[config.mk]
export PLATFORM = sky130hd
export DESIGN_NAME = retire_core
export DESIGN_NICKNAME = d
export VERILOG_FILES = /design/src/common/retire_pkg.sv /design/src/rob/commit_select.sv /design/src/rob/reorder_buffer.sv /design/src/verilog/retire_core.sv /design/src/verilog/retire_unit.sv
export VERILOG_INCLUDE_DIRS = /design/src /design/src/common
export SDC_FILE = /design/constraint.sdc
export NUM_CORES = 2
export LEC_CHECK = 0
export BUFFER_PORTS_ARGS = -buffer_cell sky130_fd_sc_hd__buf_2
export CAP_MARGIN = 5
export CORE_MARGIN = 2
export CORE_UTILIZATION = 56
export CTS_CLUSTER_DIAMETER = 120
export DETAILED_ROUTE_END_ITERATION = 12
export HOLD_SLACK_MARGIN = 0.02
export PLACE_DENSITY = 0.85
export SLEW_MARGIN = 20
export SYNTH_ARGS = -nofsm -noshare
export SYNTH_HDL_FRONTEND = slang
export SYNTH_SLANG_ARGS = --single-unit
[constraint.sdc]
create_clock -name clk -period 3.92 [get_ports clk]
set_clock_uncertainty 0.1 [all_clocks]
set_input_delay 0.392 -clock clk [delete_from_list [all_inputs] [get_ports clk]]
set_output_delay 0.392 -clock clk [all_outputs]
set_load 0.02 [all_outputs]
[src/common/retire_cfg.svh]
// retirement back end configuration
`ifndef RETIRE_CFG_SVH
`define RETIRE_CFG_SVH

// reorder buffer entries, power of two and at least 4
`define ROB_DEPTH 8

// data and pc width
`define XLEN 32

// architectural registers, r0 reads as zero
`define ARCH_REGS 16

// redirect target taken on an exception
`define EXC_VECTOR 32'h0000_0100

`endif

[src/common/retire_pkg.sv]
// retirement types
`include "retire_cfg.svh"

package retire_pkg;

  // ==============================
  // instruction kinds
  // ==============================
  typedef enum logic [1:0] {
    KIND_ALU    = 2'd0,
    KIND_BRANCH = 2'd1,
    KIND_LOAD   = 2'd2,
    KIND_STORE  = 2'd3
  } instr_kind_e;

  // ==============================
  // result word
  // ==============================

  // branch view, target bit 0 is implied zero
  typedef struct packed {
    logic [`XLEN-2:0] target;
    logic             redirect;
  } rob_br_word_t;

  // register value for alu/load, branch view for branches
  typedef union packed {
    logic [`XLEN-1:0] value;
    rob_br_word_t     br;
  } rob_result_u;

  // ==============================
  // reorder buffer entry
  // ==============================
  typedef struct packed {
    logic                           complete;
    instr_kind_e                    kind;
    logic [`XLEN-1:0]               pc;
    logic [$clog2(`ARCH_REGS)-1:0]  rd;
    // fault raised at dispatch or by the memory port
    logic                           excp;
    rob_result_u                    result;
  } rob_entry_t;

endpackage

[src/rob/commit_select.sv]
// two-slot commit selection
`include "retire_cfg.svh"

module commit_select (
  input  retire_pkg::rob_entry_t       head_entry0,
  input  retire_pkg::rob_entry_t       head_entry1,
  input  logic [$clog2(`ROB_DEPTH):0]  rob_count,
  input  logic                         flush,
  output logic [1:0]                   commit_valid
);

  localparam int CNT_W = $clog2(`ROB_DEPTH) + 1;

  // ==============================
  // per-slot status
  // ==============================
  logic has_one;
  logic has_two;
  logic branch0;
  logic branch1;
  logic redirect0;
  logic redirect1;
  logic stop0;
  logic stop1;
  logic pair_ok;

  // occupancy
  assign has_one = rob_count != '0;
  assign has_two = rob_count >= CNT_W'(2);

  assign branch0 = head_entry0.kind == retire_pkg::KIND_BRANCH;
  assign branch1 = head_entry1.kind == retire_pkg::KIND_BRANCH;

  // redirect flag only means something for a branch
  assign redirect0 = branch0 && head_entry0.result.br.redirect;
  assign redirect1 = branch1 && head_entry1.result.br.redirect;

  // entries that end the retire group
  assign stop0 = head_entry0.excp || redirect0;
  assign stop1 = head_entry1.excp || redirect1;

  // ==============================
  // selection
  // ==============================

  // one branch per cycle, faults and redirects retire alone
  assign pair_ok = !stop0 && !stop1 && !branch0;

  assign commit_valid[0] = has_one && head_entry0.complete && !flush;
  assign commit_valid[1] = commit_valid[0] && has_two && head_entry1.complete && pair_ok;

endmodule

[src/rob/reorder_buffer.sv]
// reorder buffer entry array
`include "retire_cfg.svh"

module reorder_buffer (
  input  logic                                      clk,
  input  logic                                      rst_n,
  input  logic                                      flush,
  // dispatch
  input  logic [1:0]                                disp_valid,
  input  logic [1:0][`XLEN-1:0]                     disp_pc,
  input  retire_pkg::instr_kind_e [1:0]             disp_kind,
  input  logic [1:0][$clog2(`ARCH_REGS)-1:0]        disp_rd,
  input  logic [1:0]                                disp_excp,
  output logic                                      disp_ready,
  output logic [1:0][$clog2(`ROB_DEPTH)-1:0]        disp_rob_idx,
  // alu/branch writeback
  input  logic [1:0]                                wb_valid,
  input  logic [1:0][$clog2(`ROB_DEPTH)-1:0]        wb_rob_idx,
  input  logic [1:0][`XLEN-1:0]                     wb_result,
  // memory writeback
  input  logic                                      mem_valid,
  input  logic [$clog2(`ROB_DEPTH)-1:0]             mem_rob_idx,
  input  logic [`XLEN-1:0]                          mem_result,
  input  logic                                      mem_excp,
  output logic                                      mem_ready,
  // commit
  input  logic [1:0]                                commit_valid,
  output retire_pkg::rob_entry_t                    head_entry0,
  output retire_pkg::rob_entry_t                    head_entry1,
  output logic [$clog2(`ROB_DEPTH):0]               rob_count
);

  localparam int IDX_W = $clog2(`ROB_DEPTH);

  // ==============================
  // state
  // ==============================
  retire_pkg::rob_entry_t rob_q [`ROB_DEPTH];
  retire_pkg::rob_entry_t rob_n [`ROB_DEPTH];

  // pointers carry a wrap bit above the index
  logic [IDX_W:0]   head_ptr;
  logic [IDX_W:0]   tail_ptr;
  logic [IDX_W:0]   rob_cnt;

  logic [IDX_W-1:0] head_idx;
  logic [IDX_W-1:0] head_idx1;
  logic [1:0]       alloc_en;
  logic [1:0]       alloc_cnt;
  logic [1:0]       commit_cnt;

  // memory port qualification
  logic [IDX_W-1:0] mem_offset;
  logic             mem_in_flight;
  logic             mem_is_load;

  // ==============================
  // allocation
  // ==============================

  // room for a full pair, closed during the flush cycle
  assign disp_ready = (rob_cnt <= (IDX_W+1)'(`ROB_DEPTH - 2)) && !flush;
  assign alloc_en   = disp_valid & {2{disp_ready}};
  assign alloc_cnt  = {1'b0, alloc_en[0]} + {1'b0, alloc_en[1]};

  // slot 1 packs behind slot 0 only when slot 0 is used
  assign disp_rob_idx[0] = tail_ptr[IDX_W-1:0];
  assign disp_rob_idx[1] = tail_ptr[IDX_W-1:0] + IDX_W'(disp_valid[0]);

  // ==============================
  // head and commit
  // ==============================
  assign head_idx    = head_ptr[IDX_W-1:0];
  assign head_idx1   = head_idx + IDX_W'(1);
  assign head_entry0 = rob_q[head_idx];
  assign head_entry1 = rob_q[head_idx1];
  assign rob_count   = rob_cnt;
  assign commit_cnt  = {1'b0, commit_valid[0]} + {1'b0, commit_valid[1]};

  // ==============================
  // memory port ready
  // ==============================

  // distance from head tells whether the index is live
  assign mem_offset    = mem_rob_idx - head_idx;
  assign mem_in_flight = {1'b0, mem_offset} < rob_cnt;
  assign mem_is_load   = rob_q[mem_rob_idx].kind == retire_pkg::KIND_LOAD;

  // stores only complete once they are the oldest
  assign mem_ready = mem_in_flight && (mem_is_load || (mem_rob_idx == head_idx));

  // ==============================
  // next-state array
  // ==============================
  always_comb begin
    rob_n = rob_q;

    // new entries
    for (int i = 0; i < 2; i++) begin
      if (alloc_en[i]) begin
        rob_n[disp_rob_idx[i]].complete     = disp_excp[i];
        rob_n[disp_rob_idx[i]].kind         = disp_kind[i];
        rob_n[disp_rob_idx[i]].pc           = disp_pc[i];
        rob_n[disp_rob_idx[i]].rd           = disp_rd[i];
        rob_n[disp_rob_idx[i]].excp         = disp_excp[i];
        rob_n[disp_rob_idx[i]].result.value = '0;
      end
    end

    // alu and branch results, never back-pressured
    for (int i = 0; i < 2; i++) begin
      if (wb_valid[i]) begin
        rob_n[wb_rob_idx[i]].complete     = 1'b1;
        rob_n[wb_rob_idx[i]].result.value = wb_result[i];
      end
    end

    // memory result may also carry a fault
    if (mem_valid && mem_ready) begin
      rob_n[mem_rob_idx].complete     = 1'b1;
      rob_n[mem_rob_idx].excp         = mem_excp;
      rob_n[mem_rob_idx].result.value = mem_result;
    end
  end

  // ==============================
  // registers
  // ==============================
  always_ff @(posedge clk or negedge rst_n) begin
    if (!rst_n) begin
      head_ptr <= '0;
      tail_ptr <= '0;
      rob_cnt  <= '0;
    end else if (flush) begin
      // drop every in-flight entry
      head_ptr <= '0;
      tail_ptr <= '0;
      rob_cnt  <= '0;
    end else begin
      head_ptr <= head_ptr + (IDX_W+1)'(commit_cnt);
      tail_ptr <= tail_ptr + (IDX_W+1)'(alloc_cnt);
      rob_cnt  <= rob_cnt + (IDX_W+1)'(alloc_cnt) - (IDX_W+1)'(commit_cnt);
    end
  end

  always_ff @(posedge clk) begin
    rob_q <= rob_n;
  end

endmodule

[src/verilog/retire_core.sv]
// retirement back end top
`include "retire_cfg.svh"

module retire_core (
  input  logic                                clk,
  input  logic                                rst_n,
  // dispatch
  input  logic [1:0]                          disp_valid,
  input  logic [1:0][`XLEN-1:0]               disp_pc,
  input  retire_pkg::instr_kind_e [1:0]       disp_kind,
  input  logic [1:0][$clog2(`ARCH_REGS)-1:0]  disp_rd,
  input  logic [1:0]                          disp_excp,
  output logic                                disp_ready,
  output logic [1:0][$clog2(`ROB_DEPTH)-1:0]  disp_rob_idx,
  // alu/branch writeback
  input  logic [1:0]                          wb_valid,
  input  logic [1:0][$clog2(`ROB_DEPTH)-1:0]  wb_rob_idx,
  input  logic [1:0][`XLEN-1:0]               wb_result,
  // memory writeback
  input  logic                                mem_valid,
  input  logic [$clog2(`ROB_DEPTH)-1:0]       mem_rob_idx,
  input  logic [`XLEN-1:0]                    mem_result,
  input  logic                                mem_excp,
  output logic                                mem_ready,
  // retirement
  output logic [1:0]                          retire_valid,
  output logic [1:0][`XLEN-1:0]               retire_pc,
  output logic                                flush,
  output logic [`XLEN-1:0]                    redirect_pc,
  input  logic [$clog2(`ARCH_REGS)-1:0]       arch_raddr,
  output logic [`XLEN-1:0]                    arch_rdata,
  output logic [15:0]                         retire_count
);

  retire_pkg::rob_entry_t          head_entry0;
  retire_pkg::rob_entry_t          head_entry1;
  logic [$clog2(`ROB_DEPTH):0]     rob_count;
  logic [1:0]                      commit_valid;

  reorder_buffer u_rob (
    .clk, .rst_n, .flush,
    .disp_valid, .disp_pc, .disp_kind, .disp_rd, .disp_excp, .disp_ready, .disp_rob_idx,
    .wb_valid, .wb_rob_idx, .wb_result,
    .mem_valid, .mem_rob_idx, .mem_result, .mem_excp, .mem_ready,
    .commit_valid, .head_entry0, .head_entry1, .rob_count
  );

  commit_select u_commit_select (
    .head_entry0, .head_entry1, .rob_count, .flush, .commit_valid
  );

  retire_unit u_retire_unit (
    .clk, .rst_n, .commit_valid, .head_entry0, .head_entry1, .arch_raddr,
    .flush, .redirect_pc, .retire_valid, .retire_pc, .arch_rdata, .retire_count
  );

endmodule

[src/verilog/retire_unit.sv]
// architectural retirement
`include "retire_cfg.svh"

module retire_unit (
  input  logic                           clk,
  input  logic                           rst_n,
  input  logic [1:0]                     commit_valid,
  input  retire_pkg::rob_entry_t         head_entry0,
  input  retire_pkg::rob_entry_t         head_entry1,
  input  logic [$clog2(`ARCH_REGS)-1:0]  arch_raddr,
  output logic                           flush,
  output logic [`XLEN-1:0]               redirect_pc,
  output logic [1:0]                     retire_valid,
  output logic [1:0][`XLEN-1:0]          retire_pc,
  output logic [`XLEN-1:0]               arch_rdata,
  output logic [15:0]                    retire_count
);

  retire_pkg::rob_entry_t slot [2];
  logic [1:0]             slot_we;
  logic [1:0]             slot_redir;
  logic                   flush_d;
  logic [`XLEN-1:0]       redirect_pc_d;
  logic [`XLEN-1:0]       arf [`ARCH_REGS];

  assign slot[0] = head_entry0;
  assign slot[1] = head_entry1;

  // ==============================
  // per-slot decode
  // ==============================
  for (genvar i = 0; i < 2; i++) begin : g_slot
    // faulting entries leave the register file alone
    assign slot_we[i] = commit_valid[i] && !slot[i].excp && (slot[i].rd != '0) &&
                        ((slot[i].kind == retire_pkg::KIND_ALU) ||
                         (slot[i].kind == retire_pkg::KIND_LOAD));
    assign slot_redir[i] = commit_valid[i] &&
                           (slot[i].excp || ((slot[i].kind == retire_pkg::KIND_BRANCH) &&
                                             slot[i].result.br.redirect));
    assign retire_pc[i] = slot[i].pc;
  end

  assign retire_valid = commit_valid;

  // oldest redirecting slot picks the target
  always_comb begin
    flush_d       = 1'b0;
    redirect_pc_d = '0;
    for (int i = 1; i >= 0; i--) begin
      if (slot_redir[i]) begin
        flush_d       = 1'b1;
        redirect_pc_d = slot[i].excp ? `EXC_VECTOR : {slot[i].result.br.target, 1'b0};
      end
    end
  end

  // ==============================
  // flush and counters
  // ==============================
  always_ff @(posedge clk or negedge rst_n) begin
    if (!rst_n) begin
      flush        <= 1'b0;
      retire_count <= '0;
    end else begin
      flush        <= flush_d;
      retire_count <= retire_count + 16'(commit_valid[0]) + 16'(commit_valid[1]);
    end
  end

  always_ff @(posedge clk) begin
    if (flush_d) begin
      redirect_pc <= redirect_pc_d;
    end
  end

  // ==============================
  // register file
  // ==============================

  // slot 1 written last so it wins on a shared rd
  always_ff @(posedge clk or negedge rst_n) begin
    if (!rst_n) begin
      for (int r = 0; r < `ARCH_REGS; r++) begin
        arf[r] <= '0;
      end
    end else begin
      for (int i = 0; i < 2; i++) begin
        if (slot_we[i]) begin
          arf[slot[i].rd] <= slot[i].result.value;
        end
      end
    end
  end

  assign arch_rdata = (arch_raddr == '0) ? '0 : arf[arch_raddr];

endmodule
==> results by group <==
Synth
  – Yosys top cell area share: 0.206
  – YS warnings: 0
  – Post-synth EDFFs: 31
  – Multiplexer share of the synthesized area: 0.364
  – Ys flop type: sky130_fd_sc_hd__dfxtp_1
  – Total of flip-flops plus latches after synthesis: 1146
  – List of most frequent post-synthesis cells: 1320 x sky130_fd_sc_hd__mux2i_1, 740 x sky130_fd_sc_hd__o21ai_0, 596 x sky130_fd_sc_hd__nand2_1
  – Adder-cell share of the synthesized area: 0.00529
  – Asr flop ratio synth: 0.470
  – Post-synth net total: around 6200
  – Most repeated cell in the gate-level netlist after synthesis: sky130_fd_sc_hd__mux2i_1
  – Count of mapped cells out of synthesis: ~5900
  – Dominant combinational cell family by area after synthesis: multiplexers
  – Synth Area in Compound Gates: 0.111
  – Syn Area/Cell: 11.0 um^2
  – Area contributors post-synth: sky130_fd_sc_hd__dfrtp_1 21%, sky130_fd_sc_hd__mux2i_1 20%, sky130_fd_sc_hd__dfxtp_1 18%
  – Xor-xnor portion of the synthesized cell area: 0.00337
  – Fraction of the mapped netlist area in simple logic gates: 0.0685
  – Top cell type by total area after synthesis: sky130_fd_sc_hd__dfrtp_1
  – Post-synthesis sequential area ratio: 0.397
  – Mapped cell area: between 60000 and 70000 um^2
  – Number of distinct library cells after synthesis: between 70 and 80

Placement
  – Number of buffer cells added on primary ports: between 300 and 400
  – Weighted congestion at the end of routability-driven global placement: 0.924
  – Worst slack at placement: -0.0356 ns
  – Detailed Place HPWL: ~130 mm
  – Number of placed instances with taps included: 7293

Detailed routing
  – Overall routed net length: between 200 and 250 mm
  – DR pass1 iterations: 9
  – Vias per inst: around 7.4
  – Wire length per cell after detailed routing: just over 30 um
  – Violation count after the first detailed-route iteration: slightly below 10000
  – Post-route DRC: 0
  – Total number of vias: approximately 57000
  – Post-DRT Antenna Nets: 0

Cells and area
  – Final std cells w/o fill: 7739
  – Synthesis-to-layout area growth: 14.5%
  – Fill count: ~8000
  – Ratio of cells with drive above 1 in the final layout: 0.223
  – Final net count: between 6000 and 7000
  – Final core area utilization: 0.645

Clocking
  – CTS tree: done
  – Buffers from clock root to sink, at most: 3
  – # clock sinks: ~1100
  – Inserted Clock Buffers: 118
  – H-tree levels: 3
  – Clock tree root buffer cell: sky130_fd_sc_hd__clkbuf_16
  – Clock-pin slew of the registers on the worst-case setup and hold paths: ~0.060 ns
  – Clk_lat worst skew: about 0.76 ns

STA
  – Transition at the pin with the smallest max-transition slack: ~1.2 ns
  – Worst slew margin: 0.203
  – Minimum period implied by the final worst setup slack: between 3 and 4 ns
  – Final Max Slew Viols: 0
  – Post-route clock period utilization: 0.992
  – Unrepaired setup endpoints after global routing: true
  – Min Hold Slack: approximately 0.034 ns
  – Final setup violating endpoints: 0
  – Post-route setup slack: between 0.03 and 0.04 ns
  – Fin. Hold Viols: 0
  – Maximum clock rate: between 0.2 and 0.3 GHz

Critical path
  – Slowest Stage Delay on Critical Path: roughly 0.56 ns
  – Data required time of the worst path: approximately 3.4 ns
  – Worst EP arrival: between 3 and 4 ns
  – Top delay family on crit path: buffers and inverters
  – Type of destination of the critical path: output port
  – Buffers & Inverters on Critical Path: 4
  – Slowest stage cell, crit path: sky130_fd_sc_hd__buf_4
  – Category of the critical setup timing path: flip-flop to output port
  – Crit-path most repeated cell: sky130_fd_sc_hd__buf_4
  – CP max FO: 43
  – Kind of start point of the critical path: flip-flop
  – Cell chain of the critical path: buf_4, buf_4, buf_6, mux4_2, mux2_2, buf_2

Floorplanning
  – Total Die Area: approximately 120000 um^2
  – Placeable Area: 116000 um^2
  – Width of the chip: 346 um
  – Chip Height: around 350 um
  – Floorplan row count: between 100 and 150
  – Starting Density: 0.564
  – Number of ports placed on the die boundary: 350

GRT
  – Aggregate global-route resource usage: 0.388
  – Wire length of the first global-routing pass: 356 mm
  – Maximum number of pins on one net before global-route repair: about 140
  – Vias in the first global route: 58600
  – Initial antenna violation count: 56
  – GRT overflow: 0

Pwr
  – Power Total: about 0.067 W
  – Cell leakage power: between 30 and 40 nW
  – Maximum vdd ir drop: a little under 800 uV
  – Power per cell area: just under 900 nW/um^2

Run
  – MaxCap Viol Count: 0

Hold path
  – Worst hold path type: input pin to flip-flop

Status
  – Result of the run: completed
==> through the flow <==
stage	TNS (ns)	area [um^2]
after global routing	-0.161	74700
after CTS	0	74500
after detailed placement	-0.640	68600
after global placement	0	68600
after floorplan	-0.00458	65400
final	0	74800
==> logic make-up (layout without fill, tap and decap cells) <==
kind of cell | after synthesis | count (layout)
muxes | 1825 | 1825
AOI/OAI and AO/OA | 1159 | 1159
DFF | 1146 | 1146
and+or+nand+nor | 995 | 995
buffers and inverters | 761 | 1008
adders and majority gates | 24 | 24
xor gates and xnor gates | 23 | 23
other | 1 | 35
==> layout make-up <==
class / instances / area (um^2) / area share
multi-input cells: 4027 / 36600 / 0.489
flip-flops and latches: 1146 / 26000 / 0.347
inverters: 32 / 120 / 0.00161
clock inverters: 42 / 538 / 0.00720
well taps: 1524 / 1910 / 0.0255
clock buffers: 181 / 3500 / 0.0468
repair buffers: 753 / 6090 / 0.0814
diodes: 34 / 85.1 / 0.00114
==> repair_timing <==
item,in CTS,in global routing
hold endpoints to repair,659,0
setup endpoints to repair,63,147
hold buffers,181,0
gates cloned,0,2
buffers inserted,0,6
pin swaps,0,6
gates resized for setup,7,38
==> per-layer routing <==
metal,GRT usage,routed length (um),part of all wire,vias up
met5,0.00280,268,0.0011,-
met3,0.156,37700,0.16,1702
met4,0.249,18400,0.077,42
met1,0.469,79300,0.33,27400
li1,-,-,-,22300
met2,0.577,103000,0.43,5680
==> final timing paths <==
| path | startpoint | end | slack, ns | cells after the start |
|---|---|---|---|---|
| worst max-delay path | u_rob.head_ptr[1]$_DFF_PN0_ | retire_pc[5] | 0.03 | 6 |
| worst min-delay path | disp_pc[28] | u_rob.rob_q[65]$_DFF_P_ | 0.03 | 3 |
| worst max register to register | u_rob.head_ptr[0]$_DFF_PN0_ | u_retire_unit.retire_count[14]$_DFF_PN0_ | 0.08 | 14 |
| worst min register to register | u_retire_unit.arf[493]$_DFF_PN0_ | u_retire_unit.arf[493]$_DFF_PN0_ | 0.27 | 0 |
| max in group asynchronous | rst_n | u_retire_unit.arf[208]$_DFF_PN0_ | 2.43 | 3 |
| min in group asynchronous | rst_n | u_retire_unit.arf[420]$_DFF_PN0_ | 0.18 | 2 |
==> flip-flops by register name (all words and copies together) (netlist names) <==
| signal | count |
|---|---|
| u_retire_unit.arf | 512 |
| u_retire_unit.flush | 1 |
| u_retire_unit.redirect_pc | 31 |
| u_retire_unit.retire_count | 16 |
| u_rob.head_ptr | 3 |
| u_rob.rob_count | 4 |
| u_rob.rob_q | 576 |
| u_rob.tail_ptr | 3 |
==> tightest hold or removal path, cell delays in order <==
cell	delay (ns)
sky130_fd_sc_hd__buf_2	0.15
sky130_fd_sc_hd__mux2i_1	0.13
sky130_fd_sc_hd__o21ai_0	0.09
==> placed cells by master (no fill, tap or decap), drive strengths merged, types with 10 or more instances in the layout <==
| cell type | count |
|---|---|
| clkbuf | 184 |
| nand4 | 11 |
| a221o | 258 |
| inv | 34 |
| nand3 | 36 |
| nor3 | 29 |
| clkinv | 30 |
| dfrtp | 539 |
| edfxtp | 31 |
| dfxtp | 576 |
| diode | 34 |
| nand2b | 16 |
| dlygate4sd3 | 181 |
| xnor2 | 16 |
| ha | 18 |
| buf | 569 |
| mux4 | 432 |
| nor2b | 88 |
| mux2i | 1322 |
| nor3b | 10 |
| nand2 | 596 |
| mux2 | 71 |
| nor2 | 147 |
| a21oi | 127 |
| a22oi | 10 |
| o21ai | 741 |
==> report_power, final <==
group	leakage, nW	switching, W	internal (W)
Sequential	12.4	0.00370	0.0165
Combinational	20.4	0.0201	0.0145
Clock	1.98	0.00514	0.00669
Total	34.8	0.0290	0.0377
No activity file was read; power rests on OpenSTA's default activity.
